**src/hw/mp_loop_pkg.sv**
```systemverilog
package mp_loop_pkg;

	// signed fraction word on every data port
	localparam int W = 18;
	localparam int PROD_W = 2 * W;

	// eight-cycle frame started by sync
	localparam int SLOTS = 8;
	localparam int SLOT_W = 3;
	localparam logic [SLOT_W-1:0] SLOT_MAG = 0;
	localparam logic [SLOT_W-1:0] SLOT_PHA = 1;
	localparam logic [SLOT_W-1:0] SLOT_CALC = 2;
	// first of the four lock comparison slots
	localparam logic [SLOT_W-1:0] SLOT_CMP = 3;
	// timer waits here for the next sync
	localparam logic [SLOT_W-1:0] SLOT_LAST = SLOT_W'(SLOTS - 1);

	// output frame layout
	localparam logic [SLOT_W-1:0] OUT_DRV_X = 0;
	localparam logic [SLOT_W-1:0] OUT_DRV_Y = 1;
	localparam logic [SLOT_W-1:0] OUT_SET_X = 2;
	localparam logic [SLOT_W-1:0] OUT_SET_P = 3;
	localparam logic [SLOT_W-1:0] OUT_GAIN = 4;

	// PI arithmetic
	localparam int AXES = 2;
	localparam int ACC_W = 24;
	localparam int KP_SHIFT = 8;
	localparam int KI_SHIFT = 12;
	localparam int P_W = PROD_W - KP_SHIFT;
	localparam int SUM_W = P_W + 1;

	// 2^17 * 2 / 1.64676^2 takes magnitude units to X units
	localparam int SET_SCALE = 96667;
	localparam int SET_SHIFT = 17;

	// one radian as a 17-bit fraction of a revolution
	localparam logic [W-1:0] RADIAN = 20861;
	localparam int THRESH_SHIFT = 9;
	localparam int LEVELS = 4;

endpackage

```
**src/hw/setpoint_slew.sv**
```systemverilog
`timescale 1ns/1ps

module setpoint_slew (
	input  logic                                  clk,
	input  logic                                  rst,
	input  logic [mp_loop_pkg::SLOT_W-1:0]        slot,
	input  logic signed [mp_loop_pkg::W-1:0]      set_mag,
	input  logic                                  set_slew,
	input  logic signed [mp_loop_pkg::W-1:0]      slew_step,
	output logic signed [mp_loop_pkg::W-1:0]      set_live,
	output logic                                  slewing
);
	import mp_loop_pkg::*;

	// one guard bit so the distance cannot wrap
	logic signed [W:0] gap;
	logic signed [W:0] step_ext;
	logic signed [W:0] live_ext;
	logic close;

	assign live_ext = set_live;
	assign step_ext = slew_step;
	assign gap = set_mag - live_ext;
	// within one step, land exactly on the target
	assign close = gap <= step_ext && gap >= -step_ext;
	assign slewing = set_live != set_mag;

	// once per frame
	always_ff @(posedge clk) begin
		if (rst) begin
			set_live <= '0;
		end else if (slot == SLOT_CALC) begin
			if (!set_slew || close)
				set_live <= set_mag;
			else if (gap > 0)
				set_live <= set_live + slew_step;
			else
				set_live <= set_live - slew_step;
		end
	end

	// rate bound seen from outside the limiter
	a_slew_rate: assert property (@(posedge clk) disable iff (rst)
		$past(set_slew) && !$past(rst) |->
			live_ext - $past(live_ext) <= $past(step_ext) &&
			live_ext - $past(live_ext) >= -$past(step_ext))
		else $error("setpoint moved more than slew_step in one frame");

endmodule

```
**config.mk**
```make
export PLATFORM = sky130hd
export DESIGN_NAME = setpoint_slew
export DESIGN_NICKNAME = d
export VERILOG_FILES = /design/src/hw/mp_loop_pkg.sv /design/src/hw/setpoint_slew.sv
export SDC_FILE = /design/constraint.sdc
export NUM_CORES = 1
export LEC_CHECK = 0
export ABC_AREA = 1
export ABC_CLOCK_PERIOD_IN_PS = 5400
export BUFFER_PORTS_ARGS = -buffer_cell sky130_fd_sc_hd__buf_2
export CAP_MARGIN = 5
export CORE_ASPECT_RATIO = 0.5
export CORE_MARGIN = 2
export CORE_UTILIZATION = 50
export CTS_CLUSTER_SIZE = 20
export DETAILED_ROUTE_END_ITERATION = 7
export MAX_ROUTING_LAYER = met4
export PLACE_DENSITY = 0.73
export SYNTH_ARGS = -nofsm -noshare
export SYNTH_HDL_FRONTEND = slang
export SYNTH_SLANG_ARGS = --single-unit
```
**constraint.sdc**
```tcl
create_clock -name clk -period 5.4 [get_ports clk]
set_clock_uncertainty 0.1 [all_clocks]
set_input_delay 1.35 -clock clk [delete_from_list [all_inputs] [get_ports clk]]
set_output_delay 1.35 -clock clk [all_outputs]
set_load 0.01 [all_outputs]
```
# Word-level counts from Yosys, hierarchy flattened
# Cells that the tools add are included.
dict set report word_totals {
  register_bits 18
  latchBits 0
  ramBits 0
  mem_bits_ro 0
  inputBits 42
  output_inout_bits 19
  mem_count 0
}
dict set report classes {
  add_sub_neg 4
  mul 0
  div 0
  n_lt_le_gt_ge 3
  n_eq_ne 2
  n_shift 0
  mux 2
  bitwise 0
  n_reduce_logical 3
}
# op n
set ops {}
lappend ops {{18-bit two-way mux} 2}
lappend ops {{19-bit >= comparator} 1}
lappend ops {{19-bit by 1-bit greater-than comparator with 1-bit output, second input constant} 1}
lappend ops {{19-bit by 18-bit less-or-equal comparator with 1-bit output} 1}
lappend ops {{18-bit negator with 19-bit output} 1}
lappend ops {{18-bit by 18-bit subtractor with 19-bit output} 1}
lappend ops {{18-bit adder} 1}
lappend ops {{18-bit != test} 1}
lappend ops {{18-bit subtractor} 1}
lappend ops {{3-bit by 2-bit == test with 1-bit output, second input constant} 1}
lappend ops {{1-bit logical AND} 1}
lappend ops {{1-bit zero test} 1}
lappend ops {{1-bit logical OR} 1}

# Depth between registers and ports, before layout
# Gate-level depths: netlist (run 1).
dict set report depth {
  ltp_word 5
  ltp_mapped 36
  depth_no_buf 35
}

# Worst setup path before layout (run 1)
# OpenSTA, ideal clock, no wires.
dict set report synth_timing {
  kind {input to register}
  start {input port set_mag[0] in the netlist's numbering}
  end {register set_live[13] in the netlist's numbering}
  setup_time_ps 132
  arrival_time_ps 4931
  t_required_ps 5168
  path_slack_ps 237
  stages 32
  n_path_buf 1
  path_cell_list {inv_1 ha_1 inv_1 fa_1 nand2_2 nand2_2 nand3_1 nand2_1 nand2_1 nand2_1 nor2_1 nand2_1 nor2_1 nand2_1 nor2_2 nand2_2 nand2_4 inv_1 buf_2 nand2_1 o21ai_0 ha_1 nand2_1 o21ai_0 nor2_1 o21ai_1 a31oi_1 o21ai_1 a21boi_0 xnor2_1 o21ai_0 a21oi_1}
}
dict set report synth_via {
  elab_chain_len 5
}
# element line
set synth_lines {}
lappend synth_lines {{start: declaration} setpoint_slew.sv:7} ;# input logic signed [mp_loop_pkg::W-1:0] set_mag,
lappend synth_lines {{18-bit by 18-bit subtractor with 19-bit output *} setpoint_slew.sv:23} ;# assign gap = set_mag - live_ext;
lappend synth_lines {{19-bit by 18-bit less-or-equal comparator with 1-bit output / 19-bit >= comparator (equally long branches)} setpoint_slew.sv:25} ;# assign close = gap <= step_ext && gap >= -step_ext;
lappend synth_lines {{1-bit logical AND} setpoint_slew.sv:25}
lappend synth_lines {{1-bit logical OR} setpoint_slew.sv:33} ;# if (!set_slew || close)
lappend synth_lines {{18-bit two-way mux *} setpoint_slew.sv:33}
lappend synth_lines {{end signal: assignment} setpoint_slew.sv:34} ;# set_live <= set_mag;
lappend synth_lines {{end signal: assignment} setpoint_slew.sv:36} ;# set_live <= set_live + slew_step;
lappend synth_lines {{end signal: assignment} setpoint_slew.sv:38} ;# set_live <= set_live - slew_step;
lappend synth_lines {{end: declaration} setpoint_slew.sv:10} ;# output logic signed [mp_loop_pkg::W-1:0] set_live,
# Every way passes the cells marked *; elsewhere a longest branch is shown, timed or not.
# A chain may end at the register's enable or synchronous reset.

# Worst setup path in the final report (run 1)
dict set report layout_timing {
  start {input port set_mag[0] in the netlist's numbering}
  end {register set_live[17] in the netlist's numbering}
}
# Same word-level chain as after synthesis.

==> summary.md, run 1 <==
| Metric | Value |
|---|---|
| Hold slack | `between 400 and 500 ps` |
| Share of layout cells above drive strength 1 | `around a quarter` |
| Outcome | `finished, final reports clean` |
| Max rail drop VDD | `~0.14 mV` |
| Max frequency | `roughly 0.19 GHz` |
| Worst-Skew Late Latency | `between 200 and 300 ps` |
| Sink Count | `18` |
| Simple-Gate Fraction of Synth Area | `37.2%` |
| Commonest cells in the netlist | `221 x nand2_1, 136 x inv_1, 74 x ha_1` |
| Pwr Total | `roughly 1.1 mW` |
| Synth top area share | `roughly a fifth` |
| # H-tree levels | `1` |
| Final Critical Period | `5210 ps` |
| Cts bufs inserted | `3` |
| Reg with most FFs | `set_live` |
| First-pass GRT wire length | `22.4 mm` |
| Worst Path Arrival | `5240 ps` |
| Largest net degree at the start of global routing | `34` |
| Root Driver | `clkbuf_16` |
| Type of origin of the critical path | `input pin` |
| CP required | `~5400 ps` |
| DR vias | `around 5,300` |
| Register area share after synthesis | `8.03%` |
| CP Class | `in2reg` |
| Max reg flops | `18` |
| I/O Pins | `around 60` |
| Core Area | `8710 µm²` |
| Count leader, synth | `nand2_1` |
| Rel. slew slack | `50.4%` |
| Global route overflow | `0` |
| Slowest library cell on the worst path | `fa_2` |
| Via density | `5.21` |
| Die height | `slightly above 70 µm` |
| Final nets | `1,026` |
| Largest family of logic cells by synthesized area | `simple AND/OR/NAND/NOR gates` |
| Synth Instances | `~760` |
| Final setup vio count | `0` |
| Detailed-route DRC error count | `0` |
| WL final | `about 14 mm` |
| Period utilisation layout | `96.6%` |
| Row cnt | `24` |
| Post-synthesis mux area share | `0%` |
| HP Class | `reg2reg` |
| First-pass detailed-route iteration total | `5` |
| Library cells used by synthesis | `39` |
| Post-Synth XOR/XNOR Area | `5.07%` |
| Top_reg_cell synth | `dfxtp_1` |
| CTS tree | `done` |
| Worst Slack Setup Final | `between 150 and 200 ps` |
| Hold buffer count at CTS | `0` |
| Mapped Area | `between 4000 and 5000 µm²` |
| Initial drt markers | `between 400 and 500` |
| Cell taking the most area after synthesis | `ha_1` |
| Detail Route Antenna Nets | `0` |
| Post-Synth Adder-Cell Area | `a little over a fifth` |
| Clock slew at reported path FFs | `about 60 ps` |
| GP Congestion | `roughly 0.9` |
| Top cells by area, synth | `ha_1 21%, nand2_1 18%, inv_1 11%, dfxtp_1 8.0%, a21oi_1 7.5%` |
| Slew at the pin closest to its max-slew limit | `743 ps` |
| Initial antenna violation count | `0` |
| Die W | `around 140 µm` |
| Max Root-Sink Buffers | `2` |
| Pwr/cell area | `194 nW/µm²` |
| Max Cap Viol | `0` |
| Compound-cell area share of the yosys netlist | `15.4%` |
| Post-synth EDFFs | `0` |
| Syn Nets | `between 800 and 900` |
| Layout area overhead | `31.2%` |
| Async S/R FF share, synth | `0%` |
| Hpwl dp | `11.9 mm` |
| Leakage | `between 3 and 4 nW` |
| CP max FO | `6` |
| Synth warnings | `0` |
| DP Worst Slack | `-267 ps` |
| Synth Register Bits | `18` |
| Final Max Tran Viols | `0` |
| Die area | `between 9000 and 10,000 µm²` |
| Crit path largest cell delay | `roughly 360 ps` |
| Worst Setup End Kind | `flip-flop` |
| Post-layout util | `between 60 and 70%` |
| Routed length per placed instance | `around 14 µm` |
| Biggest regs | `set_live (18)` |
| Hold Vio Cnt, Final | `0` |
| Syn avg cell area | `~5.9 µm²` |
| Vias in the first global route | `about 4,600` |
| Total track usage | `between 20% and 30%` |
| Antenna diodes | `0` |
| I/O Buffers | `60` |
| Initial Util | `51.5%` |
| Most used cell, CP | `nand2_1` |
==> critical path, delay by kind of cell <==
kind	cells	cell delay [ps]
simple gates	22	1880
compound gates	4	500
buf+inv	7	760
fa+ha+maj	3	770
==> path summary, 6_finish.rpt <==
path                                   from      endpoint  slack [ps]  cells past startpoint
worst max-delay path             set_mag[0]  set_live[17]         190                     36
worst min-delay path            set_live[1]   set_live[1]         410                      2
worst max register to register  set_live[7]  set_live[17]         900                     32
worst min register to register  set_live[1]   set_live[1]         410                      2
==> logic make-up (layout without fill, tap and decap cells) <==
| kind of cell | after synthesis | after routing |
|---|---|---|
| compound gates | 131 | 131 |
| flops | 18 | 18 |
| xor+xnor | 26 | 26 |
| simple gates | 362 | 362 |
| buf+inv | 150 | 294 |
| fa+ha+maj | 76 | 76 |
==> what timing repair did <==
action                     in CTS  in global routing
cloned                          0                  1
gates resized for setup         2                 60
pin swaps                       0                 19
setup endpoints to repair       2                 12
hold endpoints to repair        0                  0
buffers inserted                0                  5
==> where the power goes <==
group,switching [mW],total [mW],internal (mW)
sequential,0.00986,0.150,0.140
clock,0.0612,0.174,0.113
combinational,0.469,0.820,0.351
total,0.541,1.14,0.604
==> metrics by stage <==
step | instances | TNS, ps | area (µm²)
after floorplan | 763 | 0 | 4490
after global placement | 1016 | -463 | 5550
after detailed placement | 1016 | -1360 | 5550
after CTS | 1020 | 0 | 5640
after global routing | 1024 | -344 | 5890
final | 1024 | 0 | 5890
==> area by class of cell <==
type | count | area (µm²)
inverter | 139 | 526
fill | 791 | 2820
timing repair buffer | 150 | 1000
sequential | 18 | 360
timing repair inverter | 1 | 7.51
tap | 117 | 146
clock buffer | 4 | 88.8
multi-input combinational | 595 | 3760
==> placed cells by master (no fill, tap or decap), types with 2 or more instances in the layout <==
master / instances
nand3_2: 11
o21ai_0: 35
buf_2: 60
a21oi_1: 56
nor4_2: 3
clkbuf_16: 3
nand2_1: 217
nand2_2: 16
nor4_1: 3
xnor2_1: 8
ha_1: 66
fa_2: 2
dfxtp_1: 18
buf_4: 87
o21ai_1: 9
inv_2: 5
nor3_2: 4
ha_2: 3
nand4_1: 10
nor2_2: 9
a211oi_1: 5
inv_1: 133
xor2_1: 18
ha_4: 5
nand3_1: 32
a21oi_2: 12
nor2_1: 38
o211ai_1: 2
clkinvlp_4: 2
nor4_4: 2
a21o_1: 2
o21ai_2: 5
nor3_1: 9
buf_12: 2
a31oi_2: 2
nor2_4: 2
nand3b_1: 2
==> routing by layer <==
metal / vias up / part of all wire (%) / wire length, µm / track usage [%]
li1: 2764 / - / - / -
met1: 2370 / 52 / 7450 / 47.2
met2: 179 / 41 / 5870 / 42.2
met3: 20 / 6.8 / 987 / 2.51
met4: 0 / 0.86 / 124 / 2.95
met5: - / 0 / 0 / -
Power figures use the tool's default switching activity.
==> inputs of run 2 (changes only) <==
Settings changed: ABC_CLOCK_PERIOD_IN_PS 5400 to 6150, PLACE_DENSITY 0.73 to 0.7.
Clock period 5.4 ns to 6.15 ns, I/O delays scaled along.
==> run 2 against run 1 <==
Compared with the run above:
- clock power decreased by 22%
- setup slack improved by 220 ps
- worst hold slack improved by 1.5 ps
- clock-buffer cell count fell by 1
- wire length is 4.6% lower
- core utilization is 8.8 points lower
- largest cell class unchanged
- sequential share of layout area grew 0.92 points
- combinational power shrank 28%
- critical path type unchanged
- cell count fell by 7.7%
==> summary.md, run 2 (synthesized netlist as in run 1, its figures left out) <==
| Metric | Value |
|---|---|
| Sink Count | `18` |
| First-pass GRT wire length | `22.0 mm` |
| Max Cap Viol | `0` |
| Largest net degree at the start of global routing | `35` |
| First-pass detailed-route iteration total | `5` |
| Clock slew at reported path FFs | `roughly 60 ps` |
| Share of layout cells above drive strength 1 | `15.7%` |
| Post-Layout Cell Count | `around 950` |
| I/O Buffers | `60` |
| Die height | `71.0 µm` |
| M3 GR Usage | `~4.3%` |
| Register area | `approximately 360 µm²` |
| Type of origin of the critical path | `input pin` |
| Crit path largest cell delay | `~420 ps` |
| Die area | `between 9000 and 10,000 µm²` |
| Total track usage | `around 30%` |
| Final Critical Period | `between 5000 and 6000 ps` |
| Worst Setup End Kind | `flip-flop` |
| CP required | `just over 6000 ps` |
| WL final | `between 10 and 15 mm` |
| Worst Path Arrival | `a little under 6000 ps` |
| Top Family by Delay on Critical Path | `compound AO/OA/AOI/OAI gates` |
| DR vias | `just over 5,000` |
| Commonest non-fill, non-tap cell in the layout | `nand2_1` |
| Initial drt markers | `370` |
| Row cnt | `24` |
| Most Crowded Layer GR | `met1` |
| I/O Pins | `a little over 60` |
| Final setup vio count | `0` |
| Biggest regs | `set_live (18)` |
| Multi-input logic area | `roughly 3600 µm²` |
| Share of power burned in registers | `about 15%` |
| Max Root-Sink Buffers | `2` |
| Net Sw Frac | `between 50% and 60%` |
| Slowest library cell on the worst path | `fa_1` |
| Worst-Skew Late Latency | `250 ps` |
| Global route overflow | `0` |
| Period utilisation layout | `93.4%` |
| CTS tree | `done` |
| Detail Route Antenna Nets | `0` |
| # H-tree levels | `1` |
| Core Area | `roughly 8700 µm²` |
| # fillers | `a little over 900` |
| CP Buf/Inv Count | `5` |
| Vias in the first global route | `around 4,400` |
| Routed length per placed instance | `14.6 µm` |
| Placed cell count | `roughly 940` |
| Reg with most FFs | `set_live` |
| Hold Vio Cnt, Final | `0` |
| Slew at the pin closest to its max-slew limit | `~700 ps` |
| Most used cell, CP | `nand2_1` |
| Post-layout util | `between 50% and 60%` |
| HP Class | `reg2reg` |
| Final nets | `between 900 and 1,000` |
| Post-Route Setup TNS | `0 ps` |
| Initial Util | `between 50% and 60%` |
| Detailed-route DRC error count | `0` |
| Outcome | `finished, final reports clean` |
| Met2 Use GR | `40.4%` |
| CP Class | `in2reg` |
| CP max FO | `7` |
| Hpwl dp | `around 12 mm` |
| Switching power | `around 0.44 mW` |
| Int Pwr | `around 0.42 mW` |
| Die W | `between 100 and 150 µm` |
| Layout area overhead | `14.1%` |
| Via density | `5.33` |
| Max frequency | `between 0.15 and 0.2 GHz` |
| Clock power share | `approximately 16%` |
| Initial antenna violation count | `0` |
| Leakage | `between 2 and 3 nW` |
| Pwr/cell area | `about 170 nW/µm²` |
| GP Congestion | `slightly above 0.9` |
| Max reg flops | `18` |
| Root Driver | `clkbuf_16` |
| Hold buffer count at CTS | `0` |
| Combinational Power Share | `around 69%` |
| Most frequent cells in the layout | `221 x nand2_1, 135 x inv_1, 73 x ha_1` |
| Cts bufs inserted | `3` |
| Max rail drop VDD | `about 0.18 mV` |
| Met1 Track Usage GR | `a little under half` |
| Final Max Tran Viols | `0` |
| Rel. slew slack | `a little over half` |
| Antenna diodes | `0` |
==> run 2: changes by cell type in the layout (fill, tap and decap cells not counted), moves of 3 or more <==
cell,change
a21oi_1,+8
ha_2,-3
o21ai_1,-3
nor2_2,-4
buf_4,-75
nand2_1,+4
ha_1,+7
nand2_2,-4
ha_4,-4
a21oi_2,-8
nor2_1,+4
==> run 2: power groups by stage <==
| stage | registers (mW) | clock network, mW | logic, mW |
|---|---|---|---|
| 6_report | 0.131 | 0.136 | 0.589 |
| 5_1_grt | 0.132 | 0.140 | 0.668 |
| 4_1_cts | 0.131 | 0.136 | 0.561 |
| 3_5_place_dp | 0.133 | 0 | 0.556 |
| 3_3_place_gp | 0.133 | 0 | 0.550 |
| 2_1_floorplan | 0.134 | 0 | 0.396 |
==> run 2: tightest hold or removal path, cell delays in order (launching register included) <==
cell and delay, ps:
dfxtp_1 340, nand2_1 70, a21oi_1 60
==> run 2: worst paths after layout <==
| path | start | end | slack (ps) | depth (start not counted) |
|---|---|---|---|---|
| worst max-delay path | set_mag[0] | set_live[16] | 410 | 32 |
| worst min-delay path | set_live[12] | set_live[12] | 410 | 2 |
| worst max register to register | set_live[0] | set_live[16] | 1460 | 30 |
| worst min register to register | set_live[12] | set_live[12] | 410 | 2 |
==> run 2: repair_timing <==
action,in CTS,in global routing
setup endpoints to repair,0,8
gates resized for setup,0,24
hold endpoints to repair,0,0
buffers inserted,0,5
==> run 2: final cells by class <==
| class | instances | share of cell area, % |
|---|---|---|
| Sequential cell | 18 | 7.04 |
| Clock buffer | 3 | 1.47 |
| Tap cell | 117 | 2.86 |
| Multi-Input combinational cell | 595 | 70.7 |
| Inverter | 139 | 10.3 |
| Timing Repair Buffer | 73 | 7.72 |
==> run 2: metrics by stage <==
step | total power, mW | setup WS, ps | hold WS (ps) | area (µm²)
detailed placement | 0.689 | -20.7 | 403 | 4940
CTS | 0.827 | 227 | 412 | 5020
global route | 0.941 | -62.9 | 432 | 5120
global placement | 0.683 | 27.5 | 396 | 4940
finish | 0.856 | 408 | 414 | 5120
floorplan | 0.530 | 799 | 415 | 4490
==> run 2: routing by layer <==
layer | vias to the layer above | part of all wire (%)
met5 | - | 0
met4 | 0 | 0.26
met3 | 6 | 8.4
met2 | 166 | 39
met1 | 2256 | 52
li1 | 2605 | -
==> inputs of run 3 (changes only) <==
Settings changed: CORE_UTILIZATION 50 to 40, PLACE_DENSITY 0.7 to 0.58.
==> run 3 against run 2 <==
Compared with the run above:
- critical endpoint is now set_live[13]
- combinational power grew 2%
- die area is 24% higher
- worst hold slack lost 14 ps
- maximum frequency up 0.65%
- wire length grew 3.2%
- register-to-register slack about the same
==> summary.md, run 3 (synthesized netlist as in run 1, its figures left out) <==
| Metric | Value |
|---|---|
| Clock slew at reported path FFs | `about 60 ps` |
| Pwr Total | `0.883 mW` |
| # fillers | `between 1,000 and 1,500` |
| Max frequency | `roughly 0.18 GHz` |
| WL final | `14.2 mm` |
| Row cnt | `27` |
| Sink Count | `18` |
| Routed length per placed instance | `roughly 15 µm` |
| Leakage | `2.78 nW` |
| I/O Buffers | `60` |
| Global route overflow | `0` |
| Most frequent cells in the layout | `221 x nand2_1, 135 x inv_1, 73 x ha_1` |
| Outcome | `finished, final reports clean` |
| Combinational Power Share | `between 60% and 70%` |
| Commonest non-fill, non-tap cell in the layout | `nand2_1` |
| Share of layout cells above drive strength 1 | `between 15 and 20%` |
| Initial Util | `40.9%` |
| Worst Path Arrival | `approximately 5700 ps` |
| Final nets | `about 950` |
| Multi-input logic area | `3590 µm²` |
| Share of power burned in registers | `about 15%` |
| Max Cap Viol | `0` |
| Antenna diodes | `0` |
| Detailed-route DRC error count | `0` |
| First-pass GRT wire length | `~23 mm` |
| Hpwl dp | `between 10 and 15 mm` |
| Pwr/cell area | `between 150 and 200 nW/µm²` |
| Reg with most FFs | `set_live` |
| Die height | `between 70 and 80 µm` |
| Unrepaired setup endpoints after global routing | `no` |
| Switching power | `0.439 mW` |
| Max reg flops | `18` |
| CP max FO | `6` |
| CTS tree | `done` |
| Crit path largest cell delay | `roughly 370 ps` |
| Initial antenna violation count | `0` |
| Net Sw Frac | `49.7%` |
| CP Class | `in2reg` |
| Detail Route Antenna Nets | `0` |
| Type of origin of the critical path | `input pin` |
| Layout area overhead | `16.0%` |
| I/O Pins | `just over 60` |
| Worst-Skew Late Latency | `250 ps` |
| Max rail drop VDD | `just under 0.1 mV` |
| Via density | `5.08` |
| Int Pwr | `roughly 0.44 mW` |
| GP Congestion | `around 0.9` |
| Total track usage | `24.3%` |
| HP Class | `reg2reg` |
| Largest net degree at the start of global routing | `23` |
| Hold slack | `between 300 and 400 ps` |
| Slew at the pin closest to its max-slew limit | `738 ps` |
| Final Max Tran Viols | `0` |
| Cts bufs inserted | `3` |
| Biggest regs | `set_live (18)` |
| Most used cell, CP | `nand2_1` |
| Max Root-Sink Buffers | `2` |
| Die area | `12,100 µm²` |
| Register area | `360 µm²` |
| Final setup vio count | `0` |
| CP required | `6180 ps` |
| Final Critical Period | `5700 ps` |
| Clock power share | `17.2%` |
| Die W | `between 150 and 200 µm` |
| DR vias | `4,982` |
| First-pass detailed-route iteration total | `5` |
| Core Area | `roughly 11,000 µm²` |
| Initial drt markers | `293` |
| Rel. slew slack | `between 50% and 60%` |
| Period utilisation layout | `between 90% and 100%` |
| Vias in the first global route | `approximately 4,500` |
| Slowest library cell on the worst path | `fa_2` |
| # H-tree levels | `1` |
| Worst Setup End Kind | `flip-flop` |
| Root Driver | `clkbuf_16` |
| Hold Vio Cnt, Final | `0` |
run 3: changes by cell type in the layout (fill, tap and decap cells not counted), sizes merged:
cell	before	now
clkbuf	3	4
buf	73	78
clkinvlp	1	2
run 3: per-layer routing:
metal	wire length [µm]	track usage, %
met1	7880	39.0
met2	5450	33.8
met3	836	0.983
met4	51	2.24
met5	0	-
run 3: worst max-delay path, delay by kind of cell:
kind                     cells  cell delay (ps)
AO/OA/AOI/OAI                9             1310
AND/OR/NAND/NOR             14             1370
adder cells (fa/ha/maj)      3              890
buffers and inverters        5              570
XOR/XNOR                     1               70
run 3: metrics by stage:
stage / instances / area, µm² / worst slack (ps) / util (%) / TNS [ps]
after floorplan: 763 / 4490 / 799 / - / 0
after global placement: 969 / 5010 / -75.0 / 45.6 / -75.0
after detailed placement: 969 / 5010 / -70.1 / 45.6 / -94.1
after CTS: 973 / 5100 / 175 / 46.4 / 0
after global routing: 980 / 5210 / 14.0 / 47.4 / 0
final: 980 / 5210 / 445 / 47.4 / 0
run 3: final timing paths:
kind,start,endpoint,slack [ps],cells past startpoint
hold / removal,set_live[12],set_live[12],400,2
hold reg to reg,set_live[12],set_live[12],400,2
setup reg to reg,set_live[6],set_live[13],1460,27
setup / recovery,set_mag[0],set_live[13],450,32
run 3: final cells by class:
cell class	instances	area share, %
repair buffers	78	8.70
repair inverters	1	0.144
clock buffers	4	1.71
inverters	139	10.1
flip-flops and latches	18	6.92
multi-input cells	595	69.0
well taps	145	3.48
run 3: repair_timing:
| item | in CTS | in global routing |
|---|---|---|
| hold buffers | 0 | 0 |
| gates resized for setup | 0 | 20 |
| setup buffers | 0 | 6 |
| setup endpoints to repair | 0 | 6 |
run 3: power groups by stage:
| stage | Sequential, mW | Clock [mW] | Combinational (mW) |
|---|---|---|---|
| final | 0.131 | 0.152 | 0.601 |
| after global routing | 0.132 | 0.159 | 0.684 |
| after floorplan | 0.134 | 0 | 0.396 |
| after CTS | 0.131 | 0.156 | 0.570 |
| after detailed placement | 0.133 | 0 | 0.565 |
| after global placement | 0.133 | 0 | 0.565 |
